===== src/hdl/stream_pipe_pkg.sv =====
`default_nettype none

package stream_pipe_pkg;

    //////////////////////////////////////////////////
    // Widths
    //////////////////////////////////////////////////

    // One phit of stream or inbound data
    localparam int PHIT_W = 32;

    // Register file per column, 16 words
    localparam int RF_ADDR_W = 4;
    localparam int RF_DEPTH  = 2 ** RF_ADDR_W;

    // Output item counter, wraps
    localparam int CNT_W = 16;

    //////////////////////////////////////////////////
    // Encodings
    //////////////////////////////////////////////////

    // ALU ops, all zero is ADD
    typedef enum logic [1:0] {
        OP_ADD  = 2'd0,
        OP_SUB  = 2'd1,
        OP_XOR  = 2'd2,
        OP_PASS = 2'd3
    } alu_op_e;

    // Operand sources for a and b
    typedef enum logic [1:0] {
        SRC_STREAM  = 2'd0,
        SRC_INBOUND = 2'd1,
        SRC_IMM     = 2'd2,
        SRC_RF      = 2'd3
    } operand_sel_e;

    //////////////////////////////////////////////////
    // Structs
    //////////////////////////////////////////////////

    // Column control word, op in the top bits
    typedef struct packed {
        alu_op_e                op;
        operand_sel_e           sel_a;
        operand_sel_e           sel_b;
        logic                   wen_rf;
        logic [RF_ADDR_W-1:0]   rf_addr;
    } col_ctrl_t;

    // Control word width as stored in program memory
    localparam int CTRL_W = $bits(col_ctrl_t);

    // One item between columns
    typedef struct packed {
        logic               valid;
        logic [PHIT_W-1:0]  inbound;
        logic [PHIT_W-1:0]  data;
    } phit_item_t;

    // Result state word
    typedef struct packed {
        logic [CNT_W-1:0]   item_count;
        logic [PHIT_W-1:0]  checksum;
    } pipe_state_t;

endpackage

`default_nettype wire


===== src/hdl/stream_result.sv =====
`default_nettype none

module stream_result (
    input  logic                               clk,
    input  logic                               arst_n,
    input  stream_pipe_pkg::phit_item_t        item_in,
    output logic                               out_valid,
    output logic [stream_pipe_pkg::PHIT_W-1:0] stream_out,
    output stream_pipe_pkg::pipe_state_t       state
);

    localparam int PHIT_W = stream_pipe_pkg::PHIT_W;

    // Output strobe
    logic valid_q;
    // Output data word
    logic [PHIT_W-1:0] data_q;
    // Count and checksum
    stream_pipe_pkg::pipe_state_t state_q;

    //////////////////////////////////////////////////
    // Output and state registers
    //////////////////////////////////////////////////

    always_ff @(posedge clk or negedge arst_n) begin
        if (!arst_n) begin
            valid_q <= 1'b0;
            state_q <= '0;
        end else begin
            valid_q <= item_in.valid;
            // State moves on the same edge that raises out_valid
            if (item_in.valid) begin
                state_q.item_count <= state_q.item_count + 1'b1;
                state_q.checksum   <= state_q.checksum ^ item_in.data;
            end
        end
    end

    // Data word, meaningful only with out_valid
    always_ff @(posedge clk) begin
        data_q <= item_in.data;
    end

    assign out_valid  = valid_q;
    assign stream_out = data_q;
    assign state      = state_q;

endmodule

`default_nettype wire


===== config.mk =====
export PLATFORM = sky130hd
export DESIGN_NAME = stream_result
export DESIGN_NICKNAME = d
export VERILOG_FILES = /design/src/hdl/stream_pipe_pkg.sv /design/src/hdl/stream_result.sv
export SDC_FILE = /design/constraint.sdc
export NUM_CORES = 1
export LEC_CHECK = 0
export ABC_CLOCK_PERIOD_IN_PS = 2700
export BUFFER_PORTS_ARGS = -buffer_cell sky130_fd_sc_hd__buf_4
export CAP_MARGIN = 20
export CORE_MARGIN = 1
export CORE_UTILIZATION = 47
export CTS_CLUSTER_DIAMETER = 150
export DETAILED_ROUTE_END_ITERATION = 16
export HOLD_SLACK_MARGIN = 0.12
export PLACE_DENSITY_LB_ADDON = 0.1
export SLEW_MARGIN = 20
export SYNTH_ARGS = -nofsm -noshare
export SYNTH_HDL_FRONTEND = slang
export SYNTH_SLANG_ARGS = --single-unit

===== constraint.sdc =====
create_clock -name clk -period 2.7 [get_ports clk]
set_clock_uncertainty 0.15 [all_clocks]
set_input_delay 0.27 -clock clk [delete_from_list [all_inputs] [get_ports clk]]
set_output_delay 0.27 -clock clk [all_outputs]
set_load 0.03 [all_outputs]

==> results.tsv <==
metric	value	unit
starting DRC count in detailed routing	87	
Clock Sinks	81	
Worst setup SP type	flop	
Root Buffer	clkbuf_8	
ys flop type	dfrtp_1	
final worst slack	0.885	ns
post-synth net total	263	
vias in the first global route	2024	
Die Ht	77	µm
first-pass GRT wire length	10100	µm
leading area contributor after synthesis	dfrtp_1	
yosys warns	0	
DRT Wirelength	6180	µm
gr ovfl total	0	
status	complete, no violations	
pre-CTS WS	0.910	ns
Synth async-reset ratio	60.5	%
R2R Setup Slk	0.88	ns
Mapped Avg Cell Area	13.6	µm²
fill count	351	
Max VDD drop	0.614	mV
number of enable flip-flop cells after synthesis	0	
Total Routing Usage GR	22.5	%
Hold Buf Count CTS	33	
flops & latches, synth	81	
worst hold path class	input pin to flop	
area added between synthesis and finish	55.6	%
placed cell area	3580	µm²
DR WL/cell	14.5	µm
Critical Path Start	state[34]	
crit path DAT	1.88	ns
utilization after layout	78.0	%
htree depth	3	
Nets	418	
Die Wd	77	µm
clk buf depth	2	
crit-path cells	nand4_1 > or3_1 > xnor2_1	
initial antenna violation count	0	
sequential element share of the synthesized area	70.6	%
Multi-input gate area	743	µm²
most common cell in the synthesized netlist	dfrtp_1	
Cell Rows	26	
RSZ-0062 raised after global routing	false	
setup TNS	0	ns
worst slew pin tran	0.616	ns
CTS Buf Count	9	
largest net degree at the start of global routing	50	
worst skew pair latency	0.34	ns
CP max stage delay	0.51	ns
Critical Path RT	2.77	ns
Final period util	67.2	%
area share of the largest cell type after synthesis	46.4	%
Placer Congestion	0.753	
drc violations	0	
R2R depth	3	
crit end category	flop	
final count of pins violating max slew	0	
worst r2r dst	state[38]	
Cell Area, Synth	2640	µm²
Antenna Violating Nets Remaining	0	
DRT Pass-1 Iters	4	
Finished Cell Area	4110	µm²
input/output buffers	115	
cells taking the most area after synthesis	dfrtp_1 46%, dfxtp_1 24%, xnor2_1 12%	
detailed-route via count	1964	
IO Pins	148	
static leakage	0.00196	µW
hold wc startpoint	item_in[64]	
layout cells sized above 1	39.2	%
slowest CP cell	or3_1	
maxcap violations	0	
Tmin final	1.82	ns
vias per inst	4.62	
Initial Util	50.2	%
CTS resizes	0	
critical path endpoint	state[38]	
final setup violation count	0	
register area	1870	µm²
Core ar.	5270	µm²
ANT cells	0	
Max Clk Rate	0.551	GHz
launching point of the worst reg2reg path	state[34]	
pwr dens	1070	nW/µm²
clock slew at reported path FFs	0.08	ns
Setup Buffers After CTS	0	
die area	5930	µm²
top post-synthesis cells by count	49 x dfrtp_1, 37 x nand2_1, 37 x xnor2_1	
Synth Instances	195	
DP HPWL	3670	µm
Final Hold Fails	0	
Netlist cell types	18	
WS Path Type	flop to flop	
Rel. slew slack	58.9	%
CP max FO	11	
CTS tree	yes	
Tot Pwr	4390	µW
[how the worst min path moves through the flow]
stage                            to  slack (ns)  cells past startpoint
after floorplan           out_valid       -0.18                      0
after global placement    state[21]        0.18                      1
after detailed placement  state[22]        0.18                      1
after CTS                 out_valid        0.24                      2
after global routing      out_valid        0.27                      2
final                     out_valid        0.26                      2
[cell usage in the layout, fill, tap and decap left out, types with 3 or more instances in the layout]
| cell | instances |
|---|---|
| clkbuf_8 | 10 |
| nand2_1 | 37 |
| dlygate4sd3_1 | 33 |
| nor3_1 | 3 |
| buf_4 | 116 |
| dfrtp_1 | 49 |
| dfxtp_1 | 32 |
| xor2_1 | 10 |
| xnor2_1 | 37 |
| nand4_1 | 6 |
| nor4_2 | 6 |
[sequential cells by signal (all words and copies together) (netlist names)]
signal,count
state,48
out_valid,1
stream_out,32
[final cells by class]
type                            count  area share, %
Sequential cell                    81           45.4
Tap cell                           70           2.13
Timing Repair Buffer              149           29.2
Clock buffer                       10           3.35
Clock inverter                      6           1.58
Inverter                            3          0.274
Multi-Input combinational cell    106           18.1
[logic make-up (layout without fill, tap and decap cells)]
family                     Yosys count  in the layout  share of synthesized area [%]
adders and majority gates            1              1                          0.473
muxes                                1              1                          0.426
and+or+nand+nor                     57             57                           11.6
xor gates and xnor gates            47             47                           15.6
DFF                                 81             81                           70.6
buffers and inverters                8            168                           1.28
[power by group]
group	internal (µW)	switching, µW	total (µW)
clock	455	434	888
sequential	1530	278	1810
combinational	684	1010	1690
total	2670	1720	4390
[through the flow]
| step | std cells | hold WS, ns |
|---|---|---|
| 2_1_floorplan | 195 | -0.176 |
| 4_1_cts | 425 | 0.237 |
| 5_1_grt | 425 | 0.266 |
| 6_report | 425 | 0.260 |
| 3_3_place_gp | 376 | 0.181 |
| 3_5_place_dp | 376 | 0.185 |
[critical path: cells and delay by family, from the launching register on]
| kind | cells | cell delay (ns) |
|---|---|---|
| and+or+nand+nor | 2 | 0.99 |
| DFF | 1 | 0.43 |
| xor gates and xnor gates | 1 | 0.13 |
[layer usage]
| layer | GRT usage [%] | share of wire, % | up-vias | wire length [µm] |
|---|---|---|---|---|
| li1 | - | - | 931 | - |
| met5 | 0 | 0 | - | 0 |
| met1 | 30.1 | 45 | 941 | 2770 |
| met2 | 35.2 | 48 | 79 | 2950 |
| met4 | 12.1 | 1.8 | 0 | 110 |
| met3 | 3.57 | 5.7 | 13 | 350 |
No activity file was read; power rests on OpenSTA's default activity.
