`src/hdl/stream_pipe_pkg.sv`:
```
`default_nettype none

package stream_pipe_pkg;

    //////////////////////////////////////////////////
    // Widths
    //////////////////////////////////////////////////

    // One phit of stream or inbound data
    localparam int PHIT_W = 32;

    // Register file per column, 16 words
    localparam int RF_ADDR_W = 4;
    localparam int RF_DEPTH  = 2 ** RF_ADDR_W;

    // Output item counter, wraps
    localparam int CNT_W = 16;

    //////////////////////////////////////////////////
    // Encodings
    //////////////////////////////////////////////////

    // ALU ops, all zero is ADD
    typedef enum logic [1:0] {
        OP_ADD  = 2'd0,
        OP_SUB  = 2'd1,
        OP_XOR  = 2'd2,
        OP_PASS = 2'd3
    } alu_op_e;

    // Operand sources for a and b
    typedef enum logic [1:0] {
        SRC_STREAM  = 2'd0,
        SRC_INBOUND = 2'd1,
        SRC_IMM     = 2'd2,
        SRC_RF      = 2'd3
    } operand_sel_e;

    //////////////////////////////////////////////////
    // Structs
    //////////////////////////////////////////////////

    // Column control word, op in the top bits
    typedef struct packed {
        alu_op_e                op;
        operand_sel_e           sel_a;
        operand_sel_e           sel_b;
        logic                   wen_rf;
        logic [RF_ADDR_W-1:0]   rf_addr;
    } col_ctrl_t;

    // Control word width as stored in program memory
    localparam int CTRL_W = $bits(col_ctrl_t);

    // One item between columns
    typedef struct packed {
        logic               valid;
        logic [PHIT_W-1:0]  inbound;
        logic [PHIT_W-1:0]  data;
    } phit_item_t;

    // Result state word
    typedef struct packed {
        logic [CNT_W-1:0]   item_count;
        logic [PHIT_W-1:0]  checksum;
    } pipe_state_t;

endpackage

`default_nettype wire

```
`src/hdl/column_stage.sv`:
```
`default_nettype none

module column_stage (
    input  logic                               clk,
    input  logic                               arst_n,
    input  stream_pipe_pkg::phit_item_t        item_in,
    input  stream_pipe_pkg::col_ctrl_t         ctrl,
    input  logic [stream_pipe_pkg::PHIT_W-1:0] imm,
    output stream_pipe_pkg::phit_item_t        item_out
);

    localparam int PHIT_W   = stream_pipe_pkg::PHIT_W;
    localparam int RF_DEPTH = stream_pipe_pkg::RF_DEPTH;

    // Column register file
    logic [PHIT_W-1:0] rf [RF_DEPTH];

    // Old RF word at rf_addr
    logic [PHIT_W-1:0] rf_rd;
    // Selected operands
    logic [PHIT_W-1:0] opd_a;
    logic [PHIT_W-1:0] opd_b;
    // ALU output
    logic [PHIT_W-1:0] alu_res;
    // Only valid items write back
    logic rf_wr;

    // Output item registers
    logic              valid_q;
    logic [PHIT_W-1:0] inbound_q;
    logic [PHIT_W-1:0] data_q;

    //////////////////////////////////////////////////
    // Operand select
    //////////////////////////////////////////////////

    function automatic logic [PHIT_W-1:0] pick_operand(
        input stream_pipe_pkg::operand_sel_e sel,
        input logic [PHIT_W-1:0]             stream_w,
        input logic [PHIT_W-1:0]             inbound_w,
        input logic [PHIT_W-1:0]             imm_w,
        input logic [PHIT_W-1:0]             rf_w
    );
        logic [PHIT_W-1:0] res;
        case (sel)
            stream_pipe_pkg::SRC_STREAM:  res = stream_w;
            stream_pipe_pkg::SRC_INBOUND: res = inbound_w;
            stream_pipe_pkg::SRC_IMM:     res = imm_w;
            default:                      res = rf_w;
        endcase
        return res;
    endfunction

    // Read before write, same address for both
    assign rf_rd = rf[ctrl.rf_addr];

    assign opd_a = pick_operand(ctrl.sel_a, item_in.data, item_in.inbound, imm, rf_rd);
    assign opd_b = pick_operand(ctrl.sel_b, item_in.data, item_in.inbound, imm, rf_rd);

    //////////////////////////////////////////////////
    // ALU
    //////////////////////////////////////////////////

    always_comb begin
        case (ctrl.op)
            stream_pipe_pkg::OP_ADD: alu_res = opd_a + opd_b;
            stream_pipe_pkg::OP_SUB: alu_res = opd_a - opd_b;
            stream_pipe_pkg::OP_XOR: alu_res = opd_a ^ opd_b;
            // PASS forwards a
            default:                 alu_res = opd_a;
        endcase
    end

    // Bubbles never touch the RF
    assign rf_wr = item_in.valid && ctrl.wen_rf;

    //////////////////////////////////////////////////
    // Register file and output register
    //////////////////////////////////////////////////

    always_ff @(posedge clk or negedge arst_n) begin
        if (!arst_n) begin
            for (int i = 0; i < RF_DEPTH; i++) begin
                rf[i] <= '0;
            end
        end else if (rf_wr) begin
            rf[ctrl.rf_addr] <= alu_res;
        end
    end

    // Valid carried, cleared on reset
    always_ff @(posedge clk or negedge arst_n) begin
        if (!arst_n) begin
            valid_q <= 1'b0;
        end else begin
            valid_q <= item_in.valid;
        end
    end

    // Payload, qualified downstream by valid
    always_ff @(posedge clk) begin
        inbound_q <= item_in.inbound;
        data_q    <= alu_res;
    end

    assign item_out.valid   = valid_q;
    assign item_out.inbound = inbound_q;
    assign item_out.data    = data_q;

    // Control from the plane is settled whenever an item arrives
    a_op_known: assert property (
        @(posedge clk) disable iff (!arst_n)
        item_in.valid |-> !$isunknown(ctrl.op)
    ) else $error("unknown ALU op on a valid item");

endmodule

`default_nettype wire

```
`config.mk`:
```
export PLATFORM = sky130hd
export DESIGN_NAME = column_stage
export DESIGN_NICKNAME = d
export VERILOG_FILES = /design/src/hdl/stream_pipe_pkg.sv /design/src/hdl/column_stage.sv
export SDC_FILE = /design/constraint.sdc
export NUM_CORES = 1
export LEC_CHECK = 0
export BUFFER_PORTS_ARGS = -buffer_cell sky130_fd_sc_hd__buf_2
export CORE_MARGIN = 1
export CORE_UTILIZATION = 40
export CTS_CLUSTER_SIZE = 20
export DETAILED_ROUTE_END_ITERATION = 8
export SYNTH_ARGS = -nofsm -noshare
export SYNTH_HDL_FRONTEND = slang
export SYNTH_SLANG_ARGS = --single-unit
```
`constraint.sdc`:
```
create_clock -name clk -period 5 [get_ports clk]
set_input_delay 1 -clock clk [delete_from_list [all_inputs] [get_ports clk]]
set_output_delay 1 -clock clk [all_outputs]
set_load 0.05 [all_outputs]
```
==> results_tabular.tex <==
\begin{tabular}{lr}
\hline
Metric & Value \\
\hline
\multicolumn{2}{l}{\textbf{Route}} \\
\quad WL final & 94400 um \\
\quad Iter 0 DRT Violations & 1770 \\
\quad Per-cell via count in the routed design & 5.59 \\
\quad Routed wire length per instance & $\sim$22 um \\
\quad Drc violations & 0 \\
\quad Number of nets with antenna violations after routing & 0 \\
\quad Number of iterations in the first detailed-routing pass & 5 \\
\quad Total via count in the routed design & 23600 \\
\multicolumn{2}{l}{\textbf{GRT}} \\
\quad Total congestion overflow after global routing & 0 \\
\quad Initial antenna violation count & 2 \\
\quad Number of global-route vias before repair & 23800 \\
\quad Wire length of the first global-routing pass & 144000 um \\
\quad Largest net degree at the start of global routing & 100 \\
\quad Total Routing Usage GR & 0.265 \\
\multicolumn{2}{l}{\textbf{Power}} \\
\quad Max VDD drop & 0.284 mV \\
\quad Leakage power & 0.0172 uW \\
\quad Final Total Pwr & 17000 uW \\
\quad Power density over the cells & 458 nW/um2 \\
\multicolumn{2}{l}{\textbf{Die}} \\
\quad Core ar. & 70100 um2 \\
\quad Initial core utilization & 0.405 \\
\quad Die boundary width & 268 um \\
\quad Die ar. & 72000 um2 \\
\quad Die height & about 270 um \\
\quad Boundary pin count & $\sim$180 \\
\quad Row count & 97 \\
\multicolumn{2}{l}{\textbf{STA}} \\
\quad Setup repair after global routing missed its margin & true \\
\quad Pins over their slew limit & 0 \\
\quad Top achievable clock speed & 0.172 GHz \\
\quad Final setup skew & 0.0255 ns \\
\quad Hold slack & about 0.36 ns \\
\quad Final number of hold-violating endpoints & 0 \\
\quad Slew @ Worst Pin & 1.25 ns \\
\quad Final critical-path share of the clock period & 1.16 \\
\quad Final setup slack of the worst path & -0.809 ns \\
\quad Relative max-transition margin & 0.158 \\
\quad Number of setup violations in the final report & 341 \\
\quad Post-route minimum period & 5.81 ns \\
\multicolumn{2}{l}{\textbf{Finish}} \\
\quad Count of inserted antenna diode cells & 0 \\
\quad Final \#Nets & about 3400 \\
\quad Fraction of final layout cells with drive strength greater than 1 & 0.356 \\
\quad Synth-to-layout area growth & 30.8\% \\
\quad Fillers & slightly above 6000 \\
\multicolumn{2}{l}{\textbf{Setup path}} \\
\quad Slowest stage delay, CP & 0.53 ns \\
\quad Crit path launch type & primary input \\
\quad Buf+Inv Stages, Crit Path & 7 \\
\quad Start point of the critical path & ctrl[0] \\
\quad Endpoint class of the critical path & flop \\
\quad Data required time of the critical path & 5.51 ns \\
\quad Crit path capture & rf[31] \\
\quad Arrival @ worst endpoint & 6.32 ns \\
\quad Worst reg2reg setup slack & -0.46 ns \\
\quad Most used cell, CP & buf\_4 \\
\quad Highest net fanout along the worst path & 17 \\
\quad Cell depth of the worst flop-to-flop path & 24 \\
\quad Crit path kind & in2reg \\
\quad Worst-path cell with the longest stage delay & or4b\_4 \\
\quad Worst R2R Start & rf[173] \\
\quad Logic depth of the worst setup path including buffers & 28 \\
\quad Kind of cell with the highest combined delay on the critical path & compound AO/OA/AOI/OAI gates \\
\quad Critical register-to-register path endpoint & rf[31] \\
\multicolumn{2}{l}{\textbf{Synthesis}} \\
\quad Number of distinct standard cells referenced by the synthesized netlist & 74 \\
\quad Post-synth design cell area & 28400 um2 \\
\quad Async set or reset register ratio after synthesis & 0.889 \\
\quad Net count after synthesis & 2868 \\
\quad Number of enable-type register cells in the synthesized netlist & 0 \\
\quad Count of yosys warnings during synthesis & 0 \\
\quad Avg Synthesized Cell Area & 10.4 um2 \\
\quad \#FFs+latches synth & about 580 \\
\quad Number of standard cells after synthesis & 2720 \\
\quad Post-synthesis sequential area ratio & 0.497 \\
\quad Predominant post-synthesis flop cell & dfrtp\_1 \\
\multicolumn{2}{l}{\textbf{Min path}} \\
\quad Path type of the worst min-delay path & in2async \\
\multicolumn{2}{l}{\textbf{Clock tree}} \\
\quad Clock-pin slew of the registers on the worst-case setup and hold paths & 0.06 ns \\
\quad Number of CTS-inserted buffers & 59 \\
\quad Maximum root-to-sink buffer count & 3 \\
\quad Total clock sinks & 577 \\
\quad \# H-tree levels & 2 \\
\quad Hold buffer count at cts & 0 \\
\quad Root buffer cell & clkbuf\_16 \\
\quad Clk Latency, worst-skew pair & 0.64 ns \\
\quad TritonCTS clock tree & built \\
\multicolumn{2}{l}{\textbf{Run status}} \\
\quad Run status & finished with violations \\
\quad Violated checks & setup timing \\
\multicolumn{2}{l}{\textbf{Placement}} \\
\quad Count of buffers from port buffering & approximately 170 \\
\quad HPWL Detailed & roughly 64000 um \\
\quad Last weighted congestion value of the routability-driven placer & around 0.92 \\
\multicolumn{2}{l}{\textbf{Flow run}} \\
\quad Number of violations of the max-capacitance limit & 0 \\
\hline
\end{tabular}
[registers in the layout, summed over array words and instances (netlist names)]
register and count:
inbound_q 32, rf 512, valid_q 1, data_q 32
[repair_timing]
| item | in CTS | in global routing |
|---|---|---|
| setup endpoints to repair | 408 | 406 |
| endpoints found under the hold margin | 0 | 0 |
| pin swaps | 76 | 40 |
| resized for setup | 213 | 36 |
| gates cloned | 11 | 0 |
| setup buffers | 54 | 4 |
[metrics by stage]
step | instance area, um2 | setup slack (ns) | setup TNS [ns] | instances | utilization
detailed placement | 33400 | -1.88 | -590.17 | 4034 | 0.476
CTS | 37000 | -0.829 | -124.63 | 4209 | 0.527
global placement | 33400 | -1.83 | -553.33 | 4034 | 0.476
floorplan | 28800 | -1.08 | -147.76 | 2720 | -
global route | 37100 | -0.987 | -198.66 | 4212 | 0.529
finish | 37100 | -0.809 | -129.35 | 4212 | 0.529
[synth_stat cells, types with 21 or more instances]
cell | instances | area [um2]
nand3_1 | 23 | 115
nor2b_1 | 29 | 181
dfrtp_1 | 513 | 12800
dfxtp_1 | 64 | 1280
or3_1 | 21 | 131
inv_1 | 42 | 158
mux4_2 | 143 | 3220
mux2_2 | 59 | 664
o21ai_0 | 455 | 2280
mux2i_1 | 29 | 290
nand2_1 | 626 | 2350
ha_1 | 37 | 463
a22oi_1 | 50 | 375
nor2_1 | 59 | 221
a21oi_1 | 70 | 350
a211o_1 | 22 | 193
xnor2_1 | 38 | 333
clkbuf_1 | 166 | 623
xor2_1 | 28 | 245
[metal layers]
metal / vias up / track usage / part of all wire
met5: - / 0 / 0.00028
met2: 836 / 0.439 / 0.48
li1: 10600 / - / -
met4: 4 / 0.0994 / 0.039
met3: 182 / 0.0424 / 0.067
met1: 11900 / 0.351 / 0.42
[cell type report]
type                    count  area (um2)  share of cell area
clock buffers              82        1720              0.0464
clock inverters            30         417              0.0112
inverters                  42         158             0.00425
multi-input cells        1886       14100               0.379
flip-flops and latches    577       14100               0.380
well taps                 940        1180              0.0317
repair buffers            655        5460               0.147
[power by group]
part / switching (uW) / internal, uW
Combinational: 2950 / 2620
Clock: 1950 / 2880
Sequential: 668 / 5930
Total: 5570 / 11400
[kinds of logic (layout without fill, tap and decap cells)]
kind of cell | Yosys count | count (layout) | share of synthesized area
compound gates | 722 | 722 | 0.145
xor+xnor | 67 | 67 | 0.0209
fa+ha+maj | 38 | 38 | 0.0170
buf+inv | 257 | 809 | 0.0409
flops | 577 | 577 | 0.497
mux | 244 | 244 | 0.159
simple gates | 815 | 815 | 0.120
[worst min-delay path by stage]
stage               slack (ns)  endpoint  cells after the start
finish                    0.36   rf[511]                      1
global route              0.41   rf[511]                      1
CTS                       0.40   rf[511]                      1
detailed placement        0.46   rf[199]                      2
global placement          0.45   rf[145]                      2
floorplan                 0.44   rf[181]                      2
[layout by cell type, fill, tap and decap left out, types with 9 or more instances in the layout]
cell | Yosys | final
a211o_1 | 22 | 21
a21o_1 | 10 | 10
a21oi_1 | 70 | 47
a21oi_2 | 0 | 20
a22oi_1 | 50 | 35
a22oi_2 | 0 | 15
buf_12 | 1 | 51
buf_16 | 0 | 9
buf_2 | 5 | 170
buf_4 | 16 | 402
buf_6 | 13 | 18
bufinv_16 | 0 | 9
clkbuf_16 | 0 | 61
clkbuf_8 | 0 | 14
clkinv_2 | 0 | 11
dfrtp_1 | 513 | 513
dfxtp_1 | 64 | 64
ha_1 | 37 | 36
inv_1 | 42 | 35
mux2_2 | 59 | 55
mux2i_1 | 29 | 24
mux4_1 | 12 | 11
mux4_2 | 143 | 144
nand2_1 | 626 | 600
nand2_2 | 0 | 26
nand3_1 | 23 | 21
nor2_1 | 59 | 54
nor2b_1 | 29 | 25
o21a_1 | 12 | 12
o21ai_0 | 455 | 326
o21ai_1 | 20 | 88
o21ai_2 | 0 | 57
o221ai_1 | 20 | 11
o22ai_1 | 13 | 11
or3_1 | 21 | 18
xnor2_1 | 38 | 35
xor2_1 | 28 | 27
(Power assumes the default switching activity.)
